File: config.mk
export PLATFORM = sky130hd
export DESIGN_NAME = instr_executor
export DESIGN_NICKNAME = d
export VERILOG_FILES = /design/src/common/cpu_pkg.sv /design/src/execute/instr_executor.sv
export SDC_FILE = /design/constraint.sdc
export NUM_CORES = 1
export LEC_CHECK = 0
export ABC_AREA = 1
export BUFFER_PORTS_ARGS = -buffer_cell sky130_fd_sc_hd__buf_2
export CORE_MARGIN = 2
export CORE_UTILIZATION = 30
export DETAILED_ROUTE_END_ITERATION = 10
export PLACE_DENSITY = 0.44
export REMOVE_ABC_BUFFERS = 1
export SYNTH_ARGS = -nofsm -noshare
export SYNTH_HDL_FRONTEND = slang
export SYNTH_SLANG_ARGS = --single-unit
export TNS_END_PERCENT = 100
File: constraint.sdc
create_clock -name clk -period 2.7 [get_ports clk]
set_input_delay 0.135 -clock clk [delete_from_list [all_inputs] [get_ports clk]]
set_output_delay 0.135 -clock clk [all_outputs]
set_load 0.02 [all_outputs]
File: src/common/cpu_pkg.sv
package cpu_pkg;

  localparam int addr_w      = 10;  // 1024 byte address space
  localparam int data_w      = 8;
  localparam int reg_w       = 16;
  localparam int reg_count   = 32;
  localparam int reg_sel_w   = $clog2(reg_count);  // low bits of the register byte
  localparam int instr_bytes = 4;

  // opcode byte values
  localparam logic [data_w-1:0] opc_jmp     = 8'd1;
  localparam logic [data_w-1:0] opc_ram2reg = 8'd2;
  localparam logic [data_w-1:0] opc_reg2ram = 8'd3;
  localparam logic [data_w-1:0] opc_num2reg = 8'd4;

  // sticky status bits on led
  localparam int led_jmp     = 1;
  localparam int led_ram2reg = 2;
  localparam int led_reg2ram = 3;
  localparam int led_num2reg = 4;

  // first fetched byte lands in the top byte
  typedef struct packed {
    logic [data_w-1:0] opcode;
    logic [data_w-1:0] mode;    // not decoded
    logic [reg_w-1:0]  target;  // low addr_w bits used
  } jmp_word_t;

  typedef struct packed {
    logic [data_w-1:0] opcode;
    logic [data_w-1:0] rsel;     // register byte
    logic [reg_w-1:0]  operand;  // immediate or byte address
  } data_word_t;

  typedef union packed {
    jmp_word_t  jmp;
    data_word_t data;
  } instr_word_u;

endpackage

File: src/execute/instr_executor.sv
`timescale 1ns/1ps

module instr_executor
  import cpu_pkg::*;
#(
  parameter int mem_depth = 1024
) (
  input  logic              clk,
  input  logic              rst,
  input  logic              instr_valid,
  input  instr_word_u       instr,
  input  logic [addr_w-1:0] instr_pc,
  input  logic [data_w-1:0] ex_rdata,
  output logic              instr_done,
  output logic              jump_set,
  output logic [addr_w-1:0] jump_target,
  output logic [addr_w-1:0] ex_addr,
  output logic              ex_write,
  output logic [data_w-1:0] ex_wdata,
  output logic [7:0]        led
);

  logic [reg_w-1:0] regs [reg_count];

  logic                 busy;    // ram2reg read in progress
  logic                 ld_fin;  // ram2reg byte on ex_rdata
  logic [reg_sel_w-1:0] ld_sel;

  logic [data_w-1:0]    opc;
  logic [reg_sel_w-1:0] sel;
  logic [addr_w-1:0]    opnd_addr;
  logic [addr_w-1:0]    tgt_addr;
  logic [addr_w-1:0]    seq_pc;
  logic [reg_w-1:0]     ld_val;
  logic [reg_w-1:0]     src_val;

  assign opc       = instr.data.opcode;
  assign sel       = instr.data.rsel[reg_sel_w-1:0];
  assign opnd_addr = instr.data.operand[addr_w-1:0];
  assign tgt_addr  = instr.jmp.target[addr_w-1:0];

  // where the fetcher goes anyway without a redirect
  assign seq_pc = (instr_pc >= addr_w'(mem_depth - instr_bytes)) ? '0
                : instr_pc + addr_w'(instr_bytes);

  assign ld_val = {{(reg_w - data_w){1'b0}}, ex_rdata};

  // bypass a load that completes while a store reads the same register
  assign src_val = (ld_fin && ld_sel == sel) ? ld_val : regs[sel];

  always_ff @(posedge clk) begin
    if (rst) begin
      instr_done <= 1'b0;
      jump_set   <= 1'b0;
      ex_write   <= 1'b0;
      busy       <= 1'b0;
      ld_fin     <= 1'b0;
      led        <= '0;
      for (int i = 0; i < reg_count; i++) begin
        regs[i] <= '0;
      end
    end else begin
      instr_done <= busy;  // ram2reg done one cycle after its read
      ld_fin     <= busy;
      busy       <= 1'b0;
      jump_set   <= 1'b0;
      ex_write   <= 1'b0;

      // load result first so a num2reg in this cycle wins
      if (ld_fin) begin
        regs[ld_sel] <= ld_val;
      end

      if (instr_valid) begin
        instr_done <= 1'b1;
        case (opc)
          opc_jmp: begin
            jump_target <= tgt_addr;
            // jump to the next word needs no redirect
            jump_set     <= (tgt_addr != seq_pc);
            led[led_jmp] <= 1'b1;
          end
          opc_ram2reg: begin
            instr_done       <= 1'b0;
            busy             <= 1'b1;
            ex_addr          <= opnd_addr;
            ld_sel           <= sel;
            led[led_ram2reg] <= 1'b1;
          end
          opc_reg2ram: begin
            ex_addr          <= opnd_addr;
            ex_wdata         <= src_val[data_w-1:0];  // low byte only
            ex_write         <= 1'b1;
            led[led_reg2ram] <= 1'b1;
          end
          opc_num2reg: begin
            regs[sel]        <= instr.data.operand;
            led[led_num2reg] <= 1'b1;
          end
          default: begin
            // unknown opcode, finishes as a no-op
          end
        endcase
      end
    end
  end

endmodule

## Word level (Yosys, flattened, before mapping)

Memory sizes are Yosys's and may differ from the RTL's.
Cells that the tools add are included.

| word-level totals | value |
|---|---|
| memory bits (writable) | 512 |
| bits of input ports | 53 |
| bits in registers | 42 |
| memories | 1 |

Memories:

| name | depth | width | rd ports | clocked after Yosys merged registers in | wr ports | RTL line | text |
|---|---|---|---|---|---|---|---|
| regs | 32 | 16 | 1 | 0 | 32 | instr_executor.sv:23 | `logic [reg_w-1:0] regs [reg_count];` |

| operators by class | value |
|---|---|
| add/sub/neg operators | 1 |
| equality and inequality tests | 6 |
| bitwise operators | 3 |
| reductions and logical operators | 14 |
| magnitude comparators | 1 |
| mux-type cells | 21 |

Operator list:

| cell | number |
|---|---|
| $mux W16 | 2 |
| $reduce_or A16 Y1 | 2 |
| $eq A8 B2 Y1 const B | 2 |
| $mux W1 | 15 |
| $reduce_and A3 Y1 | 4 |
| $add A10 B3 Y10 const B | 1 |
| $ge A10 B10 Y1 const B | 1 |
| $mux W10 | 1 |
| $mux W5 | 2 |
| $ne A10 B10 Y1 | 1 |
| $eq A8 B1 Y1 const B | 1 |
| $eq A8 B3 Y1 const B | 1 |
| $mux W8 | 1 |
| $reduce_and A2 Y1 | 4 |
| $eq A5 B5 Y1 | 1 |
| $reduce_or A2 Y1 | 2 |
| $not A1 Y1 | 3 |
| $reduce_or A3 Y1 | 1 |
| $logic_and A1 B1 Y1 | 1 |

## Depth between registers and ports, before layout

Gate-level depths: netlist of run 1.

| depth | value |
|---|---|
| depth in word-level cells | 7 |
| mapped depth | 12 |
| mapped depth without buffers | 11 |

## Least setup slack after synthesis of run 1

OpenSTA, ideal clock, no wires.

| path | value |
|---|---|
| kind | register to register |
| start | reg ld_sel[4] |
| end | mem regs[26][0] (enable) |
| stages on the path, launching flop included | 6 |
| slack | 0.652 ns |
| clock period less this slack | 2.048 ns |
| data arrival time | 1.710 ns |
| library setup time | 0.338 ns |
| required time | 2.362 ns |
| path buffers | 0 |
| cell sequence | edfxtp_1 -> inv_1 -> nor3_2 -> inv_1 -> nor2_1 -> nand3b_1 |

RTL lines:

| what | RTL line | text |
|---|---|---|
| start: declaration | instr_executor.sv:27 | `logic [reg_sel_w-1:0] ld_sel;` |
| start signal: assignment | instr_executor.sv:87 | `ld_sel <= sel;` |
| end: declaration | instr_executor.sv:23 |  |

==> qor.txt, run 1 <==
========================================================================================================
Highest-count cells in the layout ignoring fill and taps                                    sky130_fd_sc_hd__nand2_1, sky130_fd_sc_hd__edfxtp_1, sky130_fd_sc_hd__o21ai_0
Worst hold path type                                                                        primary input to register
Slowest stage cell, crit path                                                               sky130_fd_sc_hd__dlygate4sd3_1
Power per standard cell area                                                                 602 mW/mm^2
Worst slew margin relative to its limit                                                            11.3%
Number of global-route vias before repair                                                          12447
Capturing element type of the critical path                                                     register
Area Overhead vs Synth                                                                             18.8%
Detailed router's first-iteration violation count                                                   1126
Simple-gate portion of the synthesized area                                                        21.5%
Mean number of vias per cell                                                                        5.26
Register area share after synthesis                                                                58.2%
Root cell of the clock tree                                                                 sky130_fd_sc_hd__clkbuf_16
Netlist area before placement                                                               0.0152 sq mm
Crit path arrival time                                                                           2.69 ns
Worst setup path category                                                                   primary input to register
Max Freq                                                                                         402 MHz
Post-synthesis mux area share                                                                         0%
Fraction of final layout cells sized beyond drive strength 1                                       15.1%
Peak supply drop                                                                                0.480 mV
Combined area of the multi-input logic cells                                                0.00559 sq mm
Total clock buffers created by CTS                                                                    37
Final Hold Fails                                                                                       0
Adder-cell share of the synthesized area                                                         0.0822%
Vertical extent of the die                                                                   229 microns
Cells resized by post-CTS repair                                                                       0
Detailed placement HPWL                                                                          33.0 mm
Status                                                                                      complete, no violations
Critical path peak fanout                                                                             17
Category of the worst setup path launch point                                               primary input
LEAKAGE                                                                                          6.63 nW
Number of top-level pins                                                                              92
XOR/XNOR share of the synthesized area                                                            0.173%
TritonRoute pass-1 iters                                                                               5
Fraction of the cycle the final worst path needs                                                   92.0%
Routed wire length                                                                               54.0 mm
Maximum level of the CTS H-tree                                                                        2
Initial antenna violation count                                                                        0
Final GP Congestion                                                                                0.836
Count of nets after finishing                                                                       1764
Initial Util                                                                                       30.3%
Fin. max-slew vios                                                                                     0
Unrepaired setup endpoints after global routing                                                       no
Synthesized-area fraction occupied by ao, oa, aoi and oai cells                                    14.7%
Fillcell total                                                                                      5095
DRC                                                                                                    0
Global router's overall resource usage                                                             20.3%
Remaining global-route overflow                                                                        0
TritonCTS clock tree                                                                                 yes
Critical path required time                                                                      2.91 ns
Number of clock sinks                                                                                298
Site Rows                                                                                             82
WP buf/inv                                                                                             4
Core Footprint                                                                              0.0502 sq mm
Mean area per synthesized cell                                                                9.47 sq um
Count of nets left with antenna violations after detail routing                                        0
#FFs+latches synth                                                                                   298
Sequential cell area                                                                        0.00886 sq mm
Cell breakdown of the critical path                                                         dlygate4sd3_1 > buf_2 > inv_2 > nand3_2 > inv_1 > nand4_4 > nor3_4 > nand2_1 > nand2_1
Floorplan die area                                                                          0.0526 sq mm
Clock latency reported for the late side of the worst-skew pair                                  0.55 ns
Clock period minus final worst setup slack                                                       2.48 ns
Number of buffers between clock root and the deepest sink                                              3
Syn Inst Count                                                                                      1607
Combinational family with the most area after synthesis                                     simple AND/OR/NAND/NOR gates
Final hold slack                                                                               0.0619 ns
Wire length of the first global-routing pass                                                     80.5 mm
Post-CTS clock slew at the launch and capture registers of the worst setup and hold paths        0.06 ns
Drt wl/cell                                                                                 22.4 microns
Number of endpoints failing setup at the final stage                                                   0
DIE WIDTH                                                                                    229 microns
Clock skew                                                                                     0.0189 ns
Vias                                                                                               12669
Final design area excluding fillers                                                         0.0181 sq mm
Stage delay of the slowest cell on the critical path                                             0.56 ns
Least-Margin Pin Slew                                                                            1.33 ns
Ys Warns                                                                                               0
Delay-heaviest family, CP                                                                   simple AND/OR/NAND/NOR gates
Buffers on Ports                                                                                      78
Flop-to-flop setup slack                                                                         0.23 ns
Number of antenna cells inserted                                                                       0
Post-CTS setup buffer count                                                                            0
Number of distinct standard cells referenced by the synthesized netlist                               36
Pin count of the biggest net entering global routing                                                  64
Most common cell on crit path                                                               sky130_fd_sc_hd__nand2_1
# Max-Cap Violations                                                                                   0
Placed Area                                                                                 0.0167 sq mm
Most frequent standard cell in the layout excluding fill and tap cells                      sky130_fd_sc_hd__nand2_1
========================================================================================================
metrics by stage:
step	util (%)	TNS, ns	setup slack [ns]	power, W	instances
after global routing	36.1	0	0.0324	0.0112	2410
after global placement	33.3	0	0.107	0.00609	2322
after detailed placement	33.3	0	0.119	0.00609	2322
after floorplan	-	-98.34	-0.887	0.00565	1475
after CTS	36.0	0	0.158	0.0110	2409
final	36.1	0	0.216	0.0109	2410
cell usage after synthesis, drive strengths merged:
cell type | n | area [sq um]
o21bai | 2 | 15.0
a31oi | 1 | 6.26
inv | 72 | 270
nor2 | 91 | 367
a41oi | 5 | 43.8
a21boi | 2 | 15.0
a21oi | 2 | 10.0
dfxtp | 9 | 180
ha | 1 | 12.5
o211ai | 6 | 45.0
a22oi | 104 | 781
nand3b | 6 | 45.0
and2 | 2 | 12.5
nand2 | 294 | 1100
o22ai | 2 | 12.5
or2 | 8 | 50.1
clkbuf | 94 | 354
nor3 | 23 | 166
conb | 1 | 3.75
nand3 | 228 | 1150
xor2 | 3 | 26.3
nand4 | 59 | 384
buf | 41 | 185
edfxtp | 289 | 8680
o21ai | 262 | 1310
worst register-to-register path: cells and delay by family, from the launching register on:
family / cells / cell delay, ns
compound gates: 1 / 0.11
flops: 1 / 0.50
buf+inv: 3 / 0.67
simple gates: 6 / 1.07
metal layers:
layer  share of wire (%)  up-vias  global-route usage [%]
met5                   0        -                       0
met4                 3.0        0                    6.72
met3                 6.2       91                    3.57
met2                  46      441                    32.0
met1                  45     6089                    28.3
li1                    -     6048                       -
sequential cells by signal, indices dropped and copies added (netlist names), 4 cells and up:
register and count:
jump_target 10, led 4, ex_wdata 8, ld_sel 5
ex_addr 10, regs 256
path summary, 6_finish.rpt:
kind / startpoint / endpoint / depth (start not counted)
hold / removal: instr[25] / busy / 5
setup / recovery: rst / regs[14][2] / 9
setup reg to reg: ld_sel[4] / ex_wdata[6] / 10
hold reg to reg: busy / ld_fin / 2
power by group:
group / internal (W) / leakage (nW) / total, W / switching (W)
logic: 0.000188 / 3.04 / 0.000780 / 0.000593
registers: 0.00520 / 3.01 / 0.00524 / 0.0000418
clock network: 0.00283 / 0.575 / 0.00486 / 0.00203
total: 0.00821 / 6.63 / 0.0109 / 0.00267
cells by family (layout without fill, tap and decap cells):
family,after synthesis,count (layout)
compound gates,386,386
xor+xnor,3,3
fa+ha+maj,1,1
buf+inv,207,334
flops,298,298
other cells,1,4
simple gates,711,712
layout make-up:
class | count | share of cell area [%]
well taps | 672 | 4.65
flip-flops and latches | 298 | 49.0
clock buffers | 45 | 5.52
multi-input cells | 1106 | 30.9
inverters | 72 | 1.49
repair buffers | 195 | 7.57
clock inverters | 22 | 0.892
repair_timing:
action	in CTS	in global routing
endpoints found under the setup margin	0	3
hold endpoints to repair	29	0
hold buffers	20	0
(Power assumes the default switching activity.)
==> run 2, diff against run 1 <==
==> constraint.sdc (replaced) <==
create_clock -name clk -period 2.7 [get_ports clk]
set_input_delay 0.405 -clock clk [delete_from_list [all_inputs] [get_ports clk]]
set_output_delay 0.405 -clock clk [all_outputs]
set_load 0.02 [all_outputs]
==> run 2 against run 1 <==
  * Routed wire length fell by 0.35%
  * First-iteration DRC count fell by 1.9%
  * Sequential power is essentially flat
  * Total power fell by 1.1%
  * Final cell count fell by 0.12%
  * Combinational power rose by 2%
  * Clock power down 3%
  * Worst hold slack gained 0.014 ns
  * Worst setup slack improved by 0.32 ns
  * Sequential share of layout area grew 0.095 points
  * Critical path type is now register to register
  * Critical endpoint is now regs[25][1]
  * Largest cell class unchanged
  * Largest power group unchanged
==> qor.txt, run 2 (synthesis gave the netlist of run 1 again) <==
========================================================================================================
Initial antenna violation count                                                                        1   +1
Critical path peak fanout                                                                              8   -9
Register with the highest flop count                                                                regs
LEAKAGE                                                                                          6.64 nW   +0.12%
Fillcell total                                                                                      5132   +0.73%
Mean number of vias per cell                                                                        5.28   +0.49%
Most frequent standard cell in the layout excluding fill and tap cells                      sky130_fd_sc_hd__nand2_1
Category of the worst setup path launch point                                                   register
Critical path startpoint                                                                       ld_sel[4]
Global-route track usage on met3                                                                   3.37%   -0.20 points
TritonRoute pass-1 iters                                                                               5   unchanged
Clock skew                                                                                     0.0232 ns   +0.00433 ns
Capturing element type of the critical path                                                     register
Largest register FFs                                                                                 256   unchanged
TritonCTS clock tree                                                                                 yes
Worst setup path category                                                                   register to register
DIE WIDTH                                                                                    229 microns   unchanged
Final Hold Fails                                                                                       0   unchanged
Count of nets after finishing                                                                       1763   -0.057%
Share of total power in sequential cells                                                           48.7%   +0.6 points
Area Overhead vs Synth                                                                             18.6%
GR peak layer                                                                                       met2
Startpoint of the worst register-to-register path                                              ld_sel[4]
Highest-count cells in the layout ignoring fill and taps                                    sky130_fd_sc_hd__nand2_1, sky130_fd_sc_hd__edfxtp_1, sky130_fd_sc_hd__o21ai_0
Vertical extent of the die                                                                   229 microns   unchanged
Critical path required time                                                                      2.88 ns   -0.03 ns
Non-Filler Instances                                                                                2407   -0.12%
Fraction of the cycle the final worst path needs                                                   80.1%   -12 points
DRC                                                                                                    0   unchanged
Placed cell count                                                                                   2343   +0.90%
Buffers on Ports                                                                                      78   unchanged
# Max-Cap Violations                                                                                   0   unchanged
Pin count of the biggest net entering global routing                                                  49   -23%
Crit path arrival time                                                                           2.34 ns   -0.35 ns
Status                                                                                      complete, no violations
Largest registers                                                                           regs: 256 flops, ex_addr: 10 flops, jump_target: 10 flops
Site Rows                                                                                             82   unchanged
P_sw                                                                                           0.00265 W   -0.82%
Max Freq                                                                                         462 MHz   +15%
Number of top-level pins                                                                              92   unchanged
Maximum level of the CTS H-tree                                                                        2   unchanged
Number of antenna cells inserted                                                                       0   unchanged
Remaining global-route overflow                                                                        0   unchanged
Post-CTS setup buffer count                                                                            0   unchanged
Fraction of final layout cells sized beyond drive strength 1                                       16.1%   +1.0 points
Power per standard cell area                                                                 596 mW/mm^2   -0.88%
Initial Util                                                                                       30.3%   unchanged
Share of power burned in combinational logic                                                        7.4%   +0.2 points
Final total power                                                                               0.0108 W   -1.1%
PnR worst setup slack                                                                           0.538 ns   +0.322 ns
Global router's overall resource usage                                                             20.3%   about the same
Core Footprint                                                                              0.0502 sq mm   unchanged
Clock share of power                                                                               43.9%   -0.8 points
Vias                                                                                               12715   +0.36%
Detailed placement HPWL                                                                          34.2 mm   +3.8%
Count of nets left with antenna violations after detail routing                                        0   unchanged
Floorplan die area                                                                          0.0526 sq mm   unchanged
Fin. max-slew vios                                                                                     0   unchanged
Total clock buffers created by CTS                                                                    36   -2.7%
Least-Margin Pin Slew                                                                           0.996 ns   -0.333 ns
Worst slew margin relative to its limit                                                            33.6%   +22 points
Number of clock sinks                                                                                298   unchanged
Number of cell instances on the worst register-to-register path                                        4   -6
Hold Buf Count CTS                                                                                     0   -100%
Worst setup path endpoint                                                                    regs[25][1]
Worst hold path type                                                                        primary input to register
Post-CTS clock slew at the launch and capture registers of the worst setup and hold paths        0.06 ns   about the same
Drt wl/cell                                                                                 22.4 microns   -0.23%
Wire length of the first global-routing pass                                                     79.6 mm   -1.2%
Switching power share of the total                                                                 24.6%   +0.062 points
Root cell of the clock tree                                                                 sky130_fd_sc_hd__clkbuf_16
Clock latency reported for the late side of the worst-skew pair                                  0.56 ns   about the same
Cells resized by post-CTS repair                                                                       0   unchanged
Reg-to-reg critical path endpoint                                                            regs[25][1]
Number of global-route vias before repair                                                          12090   -2.9%
Final hold slack                                                                               0.0756 ns   +0.0137 ns
Number of endpoints failing setup at the final stage                                                   0   unchanged
Peak supply drop                                                                                0.372 mV   -22%
Routed wire length                                                                               53.8 mm   -0.35%
GR met2 Demand/Resource                                                                            31.8%   -0.27 points
Number of buffers between clock root and the deepest sink                                              3   unchanged
Detailed router's first-iteration violation count                                                   1105   -1.9%
Flop-to-flop setup slack                                                                         0.54 ns   +0.31 ns
Setup TNS                                                                                           0 ns   unchanged
Routing usage on met1                                                                              29.8%   +1.5 points
Dpl ws                                                                                          0.174 ns   +0.0555 ns
Final GP Congestion                                                                                0.794   -5.0%
Unrepaired setup endpoints after global routing                                                       no
Internal Power                                                                                 0.00812 W   -1.2%
Clock period minus final worst setup slack                                                       2.16 ns   -0.322 ns
========================================================================================================
## run 2: how the worst min path moves through the flow
stage / startpoint / to / slack (ns) / cells past startpoint
floorplan: busy / ld_fin / 0.40 / 2
global placement: busy / ld_fin / 0.42 / 2
detailed placement: busy / ld_fin / 0.42 / 2
CTS: instr[5] / ex_addr[5] / 0.05 / 1
global route: instr[8] / ex_addr[8] / 0.06 / 1
finish: instr[5] / ex_addr[5] / 0.08 / 1
## run 2: critical path: stages, from the launching register on
cell and delay [ns]:
sky130_fd_sc_hd__edfxtp_1 0.47, sky130_fd_sc_hd__inv_1 0.17, sky130_fd_sc_hd__nor3_2 0.28, sky130_fd_sc_hd__inv_1 0.10, sky130_fd_sc_hd__o211ai_1 0.77
## run 2: metrics by stage
step	area [sq um]	utilization, %
floorplan	14700	-
global placement	16900	33.7
detailed placement	16900	33.7
CTS	18100	36.0
global route	18100	36.0
finish	18100	36.0
## run 2: area by class of cell
type                    count  area (sq um)  share of cell area (%)
flip-flops and latches    298          8860                    49.1
multi-input cells        1105          5580                    30.9
repair buffers            196          1380                    7.62
clock buffers              49          1010                    5.61
well taps                 672           841                    4.66
inverters                  72           270                    1.50
clock inverters            15           111                   0.617
## run 2: power by group through the flow
stage	Sequential, W	Combinational, W	Clock [W]
CTS	0.00524	0.000800	0.00483
global route	0.00525	0.000863	0.00498
finish	0.00524	0.000797	0.00473
global placement	0.00533	0.000794	0
detailed placement	0.00534	0.000798	0
floorplan	0.00532	0.000332	0
## run 2: layer usage
layer / wire, microns / share of wire [%]
met1: 24900 / 46
met3: 3500 / 6.5
met2: 24600 / 46
met5: 16 / 0.030
met4: 762 / 1.4
