### src/common/cpu_pkg.sv
package cpu_pkg;

  localparam int addr_w      = 10;  // 1024 byte address space
  localparam int data_w      = 8;
  localparam int reg_w       = 16;
  localparam int reg_count   = 32;
  localparam int reg_sel_w   = $clog2(reg_count);  // low bits of the register byte
  localparam int instr_bytes = 4;

  // opcode byte values
  localparam logic [data_w-1:0] opc_jmp     = 8'd1;
  localparam logic [data_w-1:0] opc_ram2reg = 8'd2;
  localparam logic [data_w-1:0] opc_reg2ram = 8'd3;
  localparam logic [data_w-1:0] opc_num2reg = 8'd4;

  // sticky status bits on led
  localparam int led_jmp     = 1;
  localparam int led_ram2reg = 2;
  localparam int led_reg2ram = 3;
  localparam int led_num2reg = 4;

  // first fetched byte lands in the top byte
  typedef struct packed {
    logic [data_w-1:0] opcode;
    logic [data_w-1:0] mode;    // not decoded
    logic [reg_w-1:0]  target;  // low addr_w bits used
  } jmp_word_t;

  typedef struct packed {
    logic [data_w-1:0] opcode;
    logic [data_w-1:0] rsel;     // register byte
    logic [reg_w-1:0]  operand;  // immediate or byte address
  } data_word_t;

  typedef union packed {
    jmp_word_t  jmp;
    data_word_t data;
  } instr_word_u;

endpackage

### src/fetch/instr_fetcher.sv
`timescale 1ns/1ps

module instr_fetcher
  import cpu_pkg::*;
#(
  parameter int program_base = 92,
  parameter int mem_depth    = 1024
) (
  input  logic              clk,
  input  logic              rst,
  input  logic [data_w-1:0] fetch_data,
  input  logic              instr_done,
  input  logic              jump_set,
  input  logic [addr_w-1:0] jump_target,
  output logic [addr_w-1:0] fetch_addr,
  output logic              instr_valid,
  output instr_word_u       instr,
  output logic [addr_w-1:0] instr_pc
);

  logic [addr_w-1:0] base_pc;    // address of the word being fetched or held
  logic [addr_w-1:0] pc_next;
  logic [2:0]        req_idx;    // next byte to request, 4 = all requested
  logic              issue;
  logic              rd_valid;   // fetch_data holds a requested byte
  logic              rd_last;    // ... and it is the fourth one
  logic              buf_full;
  logic              in_flight;  // executor holds an unfinished instruction
  logic [instr_bytes-1:0][data_w-1:0] buf_bytes;

  assign issue = !req_idx[2];

  // redirect reads the target in the jump cycle itself
  assign fetch_addr = jump_set ? jump_target : base_pc + addr_w'(req_idx);

  assign pc_next = (base_pc >= addr_w'(mem_depth - instr_bytes)) ? '0
                 : base_pc + addr_w'(instr_bytes);

  // a jump in progress kills the buffered word
  assign instr_valid = buf_full && (!in_flight || instr_done) && !jump_set;
  assign instr       = buf_bytes;
  assign instr_pc    = base_pc;

  always_ff @(posedge clk) begin
    if (rst) begin
      base_pc   <= addr_w'(program_base);
      req_idx   <= '0;
      rd_valid  <= 1'b0;
      rd_last   <= 1'b0;
      buf_full  <= 1'b0;
      in_flight <= 1'b0;
    end else if (jump_set) begin
      base_pc   <= jump_target;
      req_idx   <= 3'd1;  // byte 0 already requested
      rd_valid  <= 1'b1;
      rd_last   <= 1'b0;
      buf_full  <= 1'b0;
      in_flight <= 1'b0;  // jump finishes now
    end else begin
      rd_valid <= issue;
      rd_last  <= issue && (req_idx == 3'd3);
      if (issue) begin
        req_idx <= req_idx + 3'd1;
      end
      if (rd_valid && rd_last) begin
        buf_full <= 1'b1;
      end
      if (instr_valid) begin
        buf_full  <= 1'b0;
        base_pc   <= pc_next;
        req_idx   <= '0;  // start prefetching the next word
        in_flight <= 1'b1;
      end else if (instr_done) begin
        in_flight <= 1'b0;
      end
    end
  end

  // bytes shift in from the bottom, opcode ends on top
  always_ff @(posedge clk) begin
    if (rd_valid) begin
      buf_bytes <= {buf_bytes[instr_bytes-2:0], fetch_data};
    end
  end

endmodule

### config.mk
export PLATFORM = sky130hd
export DESIGN_NAME = instr_fetcher
export DESIGN_NICKNAME = d
export VERILOG_FILES = /design/src/common/cpu_pkg.sv /design/src/fetch/instr_fetcher.sv
export SDC_FILE = /design/constraint.sdc
export NUM_CORES = 1
export LEC_CHECK = 0
export ABC_CLOCK_PERIOD_IN_PS = 3600
export CORE_MARGIN = 1
export CORE_UTILIZATION = 44
export CTS_CLUSTER_SIZE = 25
export DETAILED_ROUTE_END_ITERATION = 7
export DONT_BUFFER_PORTS = 1
export PLACE_DENSITY = 0.67
export SETUP_SLACK_MARGIN = 0.05
export SLEW_MARGIN = 40
export SYNTH_ARGS = -nofsm -noshare
export SYNTH_HDL_FRONTEND = slang
export SYNTH_SLANG_ARGS = --single-unit
### constraint.sdc
create_clock -name clk -period 3.6 [get_ports clk]
set_input_delay 0.54 -clock clk [delete_from_list [all_inputs] [get_ports clk]]
set_output_delay 0.54 -clock clk [all_outputs]
set_load 0.005 [all_outputs]
## Yosys cells after proc, flatten, opt, wreduce, memory -nomap -nowiden

Cells that the tools add are included.

| storage, ports and cells | value |
|---|---|
| flip-flop bits (word level) | 49 |
| output and inout bits | 53 |
| word-level logic and storage cells | 40 |

| operators by class | value |
|---|---|
| $add $sub $neg | 3 |
| order comparisons | 1 |
| equality and inequality tests | 2 |
| multiplexer cells | 10 |
| reduce and logical (&&, ||, !) cells | 12 |

Operators with widths:

| operator | count |
|---|---|
| $mux 10 | 4 |
| $add 10x3->10 | 1 |
| $add 10x3->10 const B | 1 |
| $ge 10x10->1 const B | 1 |
| $mux 1 | 5 |
| $logic_and 1x1->1 | 4 |
| $reduce_bool 2->1 | 2 |
| $add 3x1->3 const B | 1 |
| $eq 3x2->1 const B | 1 |
| $logic_not 1->1 | 3 |
| $mux 3 | 1 |
| $ne 3x3->1 const B | 1 |
| $reduce_or 3->1 | 1 |
| $reduce_or 2->1 | 1 |
| $logic_or 1x1->1 | 1 |

## Longest topological paths before layout

Gate-level depths: netlist of the first run.

| depth | value |
|---|---|
| word-level depth | 6 |
| gate-level depth with buffers | 6 |
| gate-level depth less buffers | 6 |

## Least setup slack after synthesis of the first run

Ideal clock, no wire load.

| path | value |
|---|---|
| path type | reg2out |
| start point | register base_pc[0] (netlist: instr_pc[0]) |
| end point | output fetch_addr[6] |
| arrival | 1.508 ns |
| required time | 3.060 ns |
| slack | 1.552 ns |
| stages on the path, launching flop included | 7 |
| buffers on the path | 0 |
| cells stage by stage | dfxtp_1 ha_1 fa_1 a21o_1 nand3_1 xor2_1 a21boi_0 |

| on the way | value |
|---|---|
| word-level cells in the longest chain between the ends | 2 |

RTL lines:

| what | RTL line | source |
|---|---|---|
| start: declaration | instr_fetcher.sv:21 | `logic [addr_w-1:0] base_pc;` |
| start signal: assignment | instr_fetcher.sv:46 | `base_pc <= addr_w'(program_base);` |
| start signal: assignment | instr_fetcher.sv:53 | `base_pc <= jump_target;` |
| start signal: assignment | instr_fetcher.sv:70 | `base_pc <= pc_next;` |
| $add 10x3->10 | instr_fetcher.sv:34 | `assign fetch_addr = jump_set ? jump_target : base_pc + addr_w'(req_idx);` |
| $mux 10 | instr_fetcher.sv:34 |  |
| end: declaration | instr_fetcher.sv:15 | `output logic [addr_w-1:0] fetch_addr,` |

No other way between the ends.

## Worst setup path in the final report of the first run

Ends and elaborated chain as after synthesis.

==> results of run 1 <==
## through the flow
step	utilization [%]	power (mW)	hold slack, ns	instances
floorplan	-	0.731	0.433	173
detailed placement	47.9	0.747	0.459	217
finish	50.1	1.08	0.283	225
global route	50.1	1.12	0.268	225
CTS	50.1	1.09	0.276	225
global placement	47.9	0.743	0.443	217
## cells by family (layout without fill, tap and decap cells)
family / Yosys count / after routing / synth area share [%]
AO/OA/AOI/OAI: 42 / 42 / 14.0
XOR/XNOR: 10 / 10 / 4.11
buffers and inverters: 13 / 13 / 2.82
multiplexers: 1 / 1 / 0.470
adder cells (fa/ha/maj): 6 / 6 / 3.88
flip-flops: 49 / 49 / 61.1
AND/OR/NAND/NOR: 52 / 52 / 13.6
## worst paths after layout
check,start,end,cells past startpoint
max,instr_pc[0],fetch_addr[6],6
min,rst,instr_pc[8],1
max reg2reg,instr_pc[3],instr_pc[7],5
min reg2reg,rd_last,buf_full,2
## final cells by class
type,count,area (sq um)
flip-flops and latches,49,1300
well taps,52,65.1
inverters,4,15.0
clock inverters,3,28.8
fillers,413,2250
multi-input cells,111,768
repair buffers,1,7.51
clock buffers,5,68.8
## cells in the mapped netlist, drive strengths merged, types with 4 or more instances
cell	count	area [sq um]
xnor2	5	43.8
buf	5	30.0
xor2	5	43.8
a21oi	11	55.1
ha	5	62.6
nand3	6	30.0
edfxtp	32	961
nor2	13	48.8
a211oi	7	62.6
nand2	10	37.5
o21ai	11	58.8
inv	4	15.0
clkbuf	4	15.0
dfxtp	17	340
nand2b	4	25.0
## where the power goes
part / switching (mW) / internal (mW)
logic: 0.0335 / 0.0283
registers: 0.0383 / 0.633
clock network: 0.197 / 0.145
## state kept, by name, summed over array words and instances (netlist names)
register / count
instr_pc: 10
in_flight: 1
buf_full: 1
req_idx: 3
rd_last: 1
instr: 32
rd_valid: 1
## metal layers
layer	vias up	track usage, %	share of wire [%]
met5	-	0	0
met4	0	7.19	1.5
met3	4	4.92	6.1
met2	46	26.1	50
met1	674	20.1	43
li1	639	-	-
## cells in the final DEF, fill, tap and decap left out, drive strengths merged, types with 2 or more instances in the layout
master and instances:
nand2b 4, nor4 2, and4 3, dfxtp 17
nor3b 2, nor3 2, o22ai 2, nand4 2
and2 3, xnor2 5, ha 5, nand3 6
a21boi 3, nor2 13, nand2 10, clkbuf 5
nor4b 2, xor2 5, a21oi 11, o21ai 11
edfxtp 32, inv 6, a211oi 7, a21o 2
==> flow_summary.ini, run 1 <==
[status]
status = finished, final reports clean

[critical_path]
critPathMaxFanout = 3
r2r_setup_slack_ns = 1.84
worstSetupPathType = register to output port
crit_chain = ha_1, fa_1, a21o_1, nand3_1, xor2_1, a21boi_0
arrival_ns = 2.02
slowest_delay_ns = 0.42
path_buf_inv = 0
cp_top_family = adder cells
required_ns = 3.06
crit_path_start_kind = register
endpoint_kind = output port
cp_slowest_cell = fa_1

[floorplan]
num_rows = 24
die_y_um = 71.6
ios = 75
die_area_sq_um = 5120
dieWidth_um = 71.6
coreArea_sq_um = 4500
start_util_pct = 47.3

[detailed_routing]
ant_nets = 0
wl_per_cell_um = 18.4
vias = 1363
post-route-drc-count = 0
drtPass1Iterations = 4
drt_iter0_drc = 93
vias_per_cell = 6.06
totalWireLength_um = 4130

[timing]
rsz0062_at_grt = no
worst_pin_slew_ns = 0.682
slew_headroom_pct = 54.5
fmax_ghz = 0.390
post-route-period-util_pct = 71.2
final_hold_viol_count = 0
finClkSkew_ns = 0.00723
setup_tns_ns = 0
worst_slack_ns = 1.04
setup_viol = 0
drv_slew = 0
fin_crit_ns = 2.56

[clock_tree]
cts_resized = 0
cts_tree = yes
clock_latency_ns = 0.30
cts.sinks = 49
cts.path.max_buffers = 2
clk_pin_slew_ns = 0.10
root_buffer = clkbuf_8
post-cts-setup-buffers = 0
hold_buffers = 0
numCtsBuffers = 5
htree_levels = 2

[run]
maxCapViolations = 0

[synth]
synth.avg_cell_area_sq_um = 12.3
syn-cell-area_sq_um = 2130
ys_seq_elements = 49
async_reset_ff_share_pct = 0
ys_types = 43
yosys_most_used_dff = edfxtp_1
synthesis.nets = 201
yosysSeqAreaShare_pct = 61.1
synth_edf_count = 32
synthCells = 173
yosysWarningCount = 0

[power_and_ir_drop]
p_leak_nw = 0.780
peakVddDrop_mv = 0.250
pwr_density_cell_nw_per_um2 = 477

[finish]
diodes = 0
syn2layout_area_growth_pct = 5.93
drive_gt1_share_pct = 10.4
nNetsFinal = 200
fin_area_sq_um = 2260

[global_routing]
grt.total_usage_pct = 16.2
grt_max_degree = 32
antenna_found_initial = 0
grt_pass1_wl_um = 6150
grt_pass1_vias = 1233
overflow = 0

[min_path]
min_path_type = input port to register

[placed_design]
place.gp.congestion = 0.842
placed_cell_area_sq_um = 2160
dp_slack_ns = 1.38
portBuffers = 0
dp_hpwl_um = 2910
(Power assumes the default switching activity.)
==> run 2, diff against run 1 <==
Settings changed: ABC_AREA set to 1, ABC_CLOCK_PERIOD_IN_PS 3600 to 2420.
Clock period 3.6 ns to 2.42 ns, I/O delays scaled along.
==> run 2 against run 1 <==
Net effect: core utilization decreased by 1.3 points; global-route usage fell by 0.75 points; setup slack got worse by 0.83 ns; design area increased by 2.1%; power increased by 50%; largest power group unchanged; critical endpoint is now fetch_addr[4]; final cell count is 23% higher.
==> flow_summary.ini, run 2 <==
[synth]
synth_most_common_cell = nand2_1
synthesis.nets = 234
yosys_most_used_dff = edfxtp_1
ys_top_cells_by_count = 44 x nand2_1, 32 x edfxtp_1, 22 x inv_1
yosysTopAreaCell = edfxtp_1
syn-cell-area_sq_um = 2150
synth.avg_cell_area_sq_um = 10.5
synthCells = 206
synth_edf_count = 32
synth_area_leaders = edfxtp_1 45%, dfxtp_1 16%, nand2_1 7.7%, inv_1 3.8%, nand3_1 3.3%
ys_seq_elements = 49
async_reset_ff_share_pct = 0
ys_types = 30
yosysSeqAreaShare_pct = 60.4
yosysWarningCount = 0
synth_top_area_share_pct = 44.6

[finish]
final_cell_count_no_fill = 277
fin_util_pct = 48.8
nNetsFinal = 237
syn2layout_area_growth_pct = 6.91
mostFrequentLayoutCell = nand2_1
fin_area_sq_um = 2300
nFillCells = 458
drive_gt1_share_pct = 13.3
multiInputGateArea_sq_um = 727
register_area_sq_um = 1300
diodes = 0
largest_reg_flops = 32
final_cell_mix = 44 x nand2_1, 32 x edfxtp_1, 22 x inv_1

[critical_path]
critPathMaxFanout = 4
crit_path_start_kind = register
arrival_ns = 1.85
r2r-end = instr_pc[0]
worstSetupPathType = register to output port
endpoint_kind = output port
r2r_setup_slack_ns = 0.88
startpoint = instr_pc[0]
required_ns = 2.06
rr_worst_depth = 8
crit_end = fetch_addr[4]
r2r_start = instr_pc[3]

[clock_tree]
cts_tree = yes
clk_pin_slew_ns = 0.10
htree_levels = 2
hold_buffers = 0
cts.sinks = 49
cts_resized = 0
root_buffer = clkbuf_8
clock_latency_ns = 0.31
post-cts-setup-buffers = 0
cts.path.max_buffers = 2
numCtsBuffers = 5

[global_routing]
antenna_found_initial = 0
overflow = 0
grt_pass1_wl_um = 5970
grt_max_degree = 34
grt_pass1_vias = 1214
grt.total_usage_pct = 15.4

[detailed_routing]
wl_per_cell_um = 14.3
drtPass1Iterations = 4
ant_nets = 0
vias = 1395
vias_per_cell = 5.04
drt_iter0_drc = 102
post-route-drc-count = 0
totalWireLength_um = 3950

[timing]
setup_viol = 0
setup_tns_ns = 0
rsz0062_at_grt = no
holdWs_ns = 0.106
slew_headroom_pct = 73.8
fin_crit_ns = 2.21
post-route-period-util_pct = 91.3
worst_pin_slew_ns = 0.393
worst_slack_ns = 0.211
final_hold_viol_count = 0
drv_slew = 0
finClkSkew_ns = 0.0126
fmax_ghz = 0.453

[placed_design]
place.gp.congestion = 0.834
dp_slack_ns = 0.545
placed_cell_area_sq_um = 2210
portBuffers = 0
dp_hpwl_um = 2850
dp.cells = 269

[run]
maxCapViolations = 0

[floorplan]
dieWidth_um = 72.0
ios = 75
die_area_sq_um = 5180
num_rows = 25
start_util_pct = 45.6
coreArea_sq_um = 4720
die_y_um = 72.0

[power_and_ir_drop]
p_leak_nw = 0.918
peakVddDrop_mv = 0.287
power_mw = 1.61
pwr_density_cell_nw_per_um2 = 700

[min_path]
min_path_type = input port to register
holdPathStages = 1

[status]
status = finished, final reports clean
## run 2: cell count changes after synthesis, moves of 5 or more
cell	change
xnor2_1	-5
nand2_2	+5
nand2_1	+34
nand3_1	+8
inv_1	+18
## run 2: cells by family (layout without fill, tap and decap cells)
kind of cell,count (synthesis),count (layout),share of synthesized area (%)
compound gates,38,38,11.1
buf+inv,29,33,5.87
simple gates,83,83,18.4
fa+ha+maj,6,6,3.83
xor+xnor,1,1,0.407
flops,49,49,60.4
## run 2: worst min-delay path by stage
stage          slack, ns           to    start
6_report            0.11  instr_pc[8]      rst
5_1_grt             0.09  instr_pc[9]      rst
4_1_cts             0.09  instr_pc[8]      rst
3_5_place_dp        0.43  instr_pc[8]      rst
2_1_floorplan       0.45     buf_full  rd_last
3_3_place_gp        0.43  instr_pc[9]      rst
## run 2: cell type report
| type | count | area share, % |
|---|---|---|
| tap | 67 | 3.64 |
| clock buffer | 5 | 2.99 |
| inverter | 24 | 3.91 |
| timing repair buffer | 1 | 0.326 |
| multi-input combinational | 128 | 31.6 |
| sequential | 49 | 56.5 |
| clock inverter | 3 | 1.09 |
## run 2: report_power, final
group | internal [mW] | total (mW) | switching, mW | leakage [nW]
Combinational | 0.0421 | 0.125 | 0.0825 | 0.419
Clock | 0.211 | 0.501 | 0.290 | 0.0452
Sequential | 0.942 | 0.986 | 0.0438 | 0.453
## run 2: critical path: stages (launching register included)
cell and delay (ns):
dfxtp_1 0.35, ha_1 0.23, fa_1 0.39, nand2_1 0.14, a21oi_4 0.09, xor2_1 0.14, o21ai_0 0.20
## run 2: routing by layer
metal  vias up  share of wire (%)  global-route usage [%]  wire length, um
li1        716                  -                       -                -
met1       630                 45                    19.5             1770
met2        42                 47                    23.8             1840
met3         7                6.6                    5.42              262
met4         0                1.9                    7.19               76
met5         -                  0                       0                0
==> run 3, diff against run 2 <==
Settings changed: PLACE_DENSITY 0.67 to not set, PLACE_DENSITY_LB_ADDON set to 0.3.
==> run 3 against run 2 <==
Net effect: hold slack better by 0.0051 ns; critical path type unchanged; core utilization increased by 0.45 points; largest power group unchanged; non-clock buffer count unchanged.
==> flow_summary.ini, run 3 (same netlist as run 2, synthesis figures left out) <==
[power_and_ir_drop]
pwr_density_cell_nw_per_um2 = 730
p_comb_share_pct = 7.4
pwr-share-clk_pct = 34.5
p_sw_mw = 0.404
peakVddDrop_mv = 0.308
p_seq_share_pct = 58.1
internal_power_mw = 1.29
power_mw = 1.70
p_leak_nw = 0.927
p_sw_share_pct = 23.8

[timing]
slew_headroom_pct = 73.4
fmax_ghz = 0.455
holdWs_ns = 0.112
post-route-period-util_pct = 90.9
drv_slew = 0
setup_tns_ns = 0
setup_viol = 0
rsz0062_at_grt = no
finClkSkew_ns = 0.00796
fin_crit_ns = 2.20
final_hold_viol_count = 0
worst_pin_slew_ns = 0.399

[critical_path]
slowest_delay_ns = 0.38
r2r-end = instr_pc[1]
arrival_ns = 1.84
critPathMaxFanout = 4
cp_top_family = adder cells
r2r_setup_slack_ns = 0.85
path_buf_inv = 0
path_depth = 6
cp_slowest_cell = fa_1
crit_path_start_kind = register
r2r_start = instr_pc[3]
crit_chain = ha_1, fa_1, nand2_1, a21oi_4, xor2_1, o21ai_0
crit_end = fetch_addr[4]
rr_worst_depth = 8
startpoint = instr_pc[0]
endpoint_kind = output port
required_ns = 2.06
worstSetupPathType = register to output port

[floorplan]
num_rows = 25
die_area_sq_um = 5180
coreArea_sq_um = 4720
die_y_um = 72.0
start_util_pct = 45.6
ios = 75
dieWidth_um = 72.0

[global_routing]
grt_pass1_vias = 1255
grt.total_usage_pct = 16.1
grt_max_degree = 33
grt_pass1_wl_um = 6320
overflow = 0
antenna_found_initial = 0

[finish]
mostFrequentLayoutCell = nand2_1
nNetsFinal = 237
drive_gt1_share_pct = 13.3
final_cell_mix = 44 x nand2_1, 32 x edfxtp_1, 22 x inv_1
diodes = 0
syn2layout_area_growth_pct = 7.90
fin_util_pct = 49.2
largest_reg_flops = 32

[detailed_routing]
drtPass1Iterations = 6
post-route-drc-count = 0
vias_per_cell = 5.07
ant_nets = 0
wl_per_cell_um = 14.6
drt_iter0_drc = 66
totalWireLength_um = 4040
vias = 1405

[placed_design]
portBuffers = 0
dp_hpwl_um = 2870
place.gp.congestion = 0.814

[clock_tree]
cts_tree = yes
numCtsBuffers = 5
root_buffer = clkbuf_8
cts_resized = 0
cts.sinks = 49
post-cts-setup-buffers = 0
clock_latency_ns = 0.30
htree_levels = 2
cts.path.max_buffers = 2
clk_pin_slew_ns = 0.10
hold_buffers = 0

[min_path]
holdPathStages = 1
min_path_type = input port to register

[run]
maxCapViolations = 0

[status]
status = finished, final reports clean
==> run 3: cell type report <==
cell class	count	area [sq um]
clock inverter	3	46.3
fill	442	2400
sequential	49	1300
inverter	24	90.1
multi-input combinational	128	727
timing repair buffer	1	7.51
clock buffer	5	68.8
tap	67	83.8
==> run 3: worst min path at each step <==
stage,from,to,slack [ns]
finish,rst,instr_pc[8],0.11
global route,rst,instr_pc[9],0.1
CTS,rst,instr_pc[9],0.1
detailed placement,rst,instr_pc[9],0.43
global placement,rst,instr_pc[9],0.43
floorplan,rd_last,buf_full,0.45
==> run 3: metrics by stage <==
stage	std cells	setup slack, ns	cell area (sq um)
after detailed placement	269	0.540	2210
after floorplan	206	0.640	2150
after global routing	277	0.125	2320
after global placement	269	0.563	2210
final	277	0.220	2320
after CTS	277	0.207	2320
==> run 3: per-layer routing <==
metal | wire length [um] | GRT usage, % | up-vias
met5 | 0 | 0 | -
met4 | 45 | 5.23 | 0
met3 | 203 | 4.86 | 4
met2 | 1920 | 26.1 | 40
met1 | 1870 | 20.8 | 644
li1 | - | - | 717
==> run 3: power groups by stage <==
| stage | combinational [mW] | clock [mW] | sequential, mW |
|---|---|---|---|
| 2_1_floorplan | 0.107 | 0 | 1.00 |
| 3_3_place_gp | 0.125 | 0 | 1.00 |
| 3_5_place_dp | 0.126 | 0 | 1.01 |
| 4_1_cts | 0.127 | 0.605 | 0.987 |
| 5_1_grt | 0.146 | 0.631 | 0.993 |
| 6_report | 0.126 | 0.586 | 0.986 |
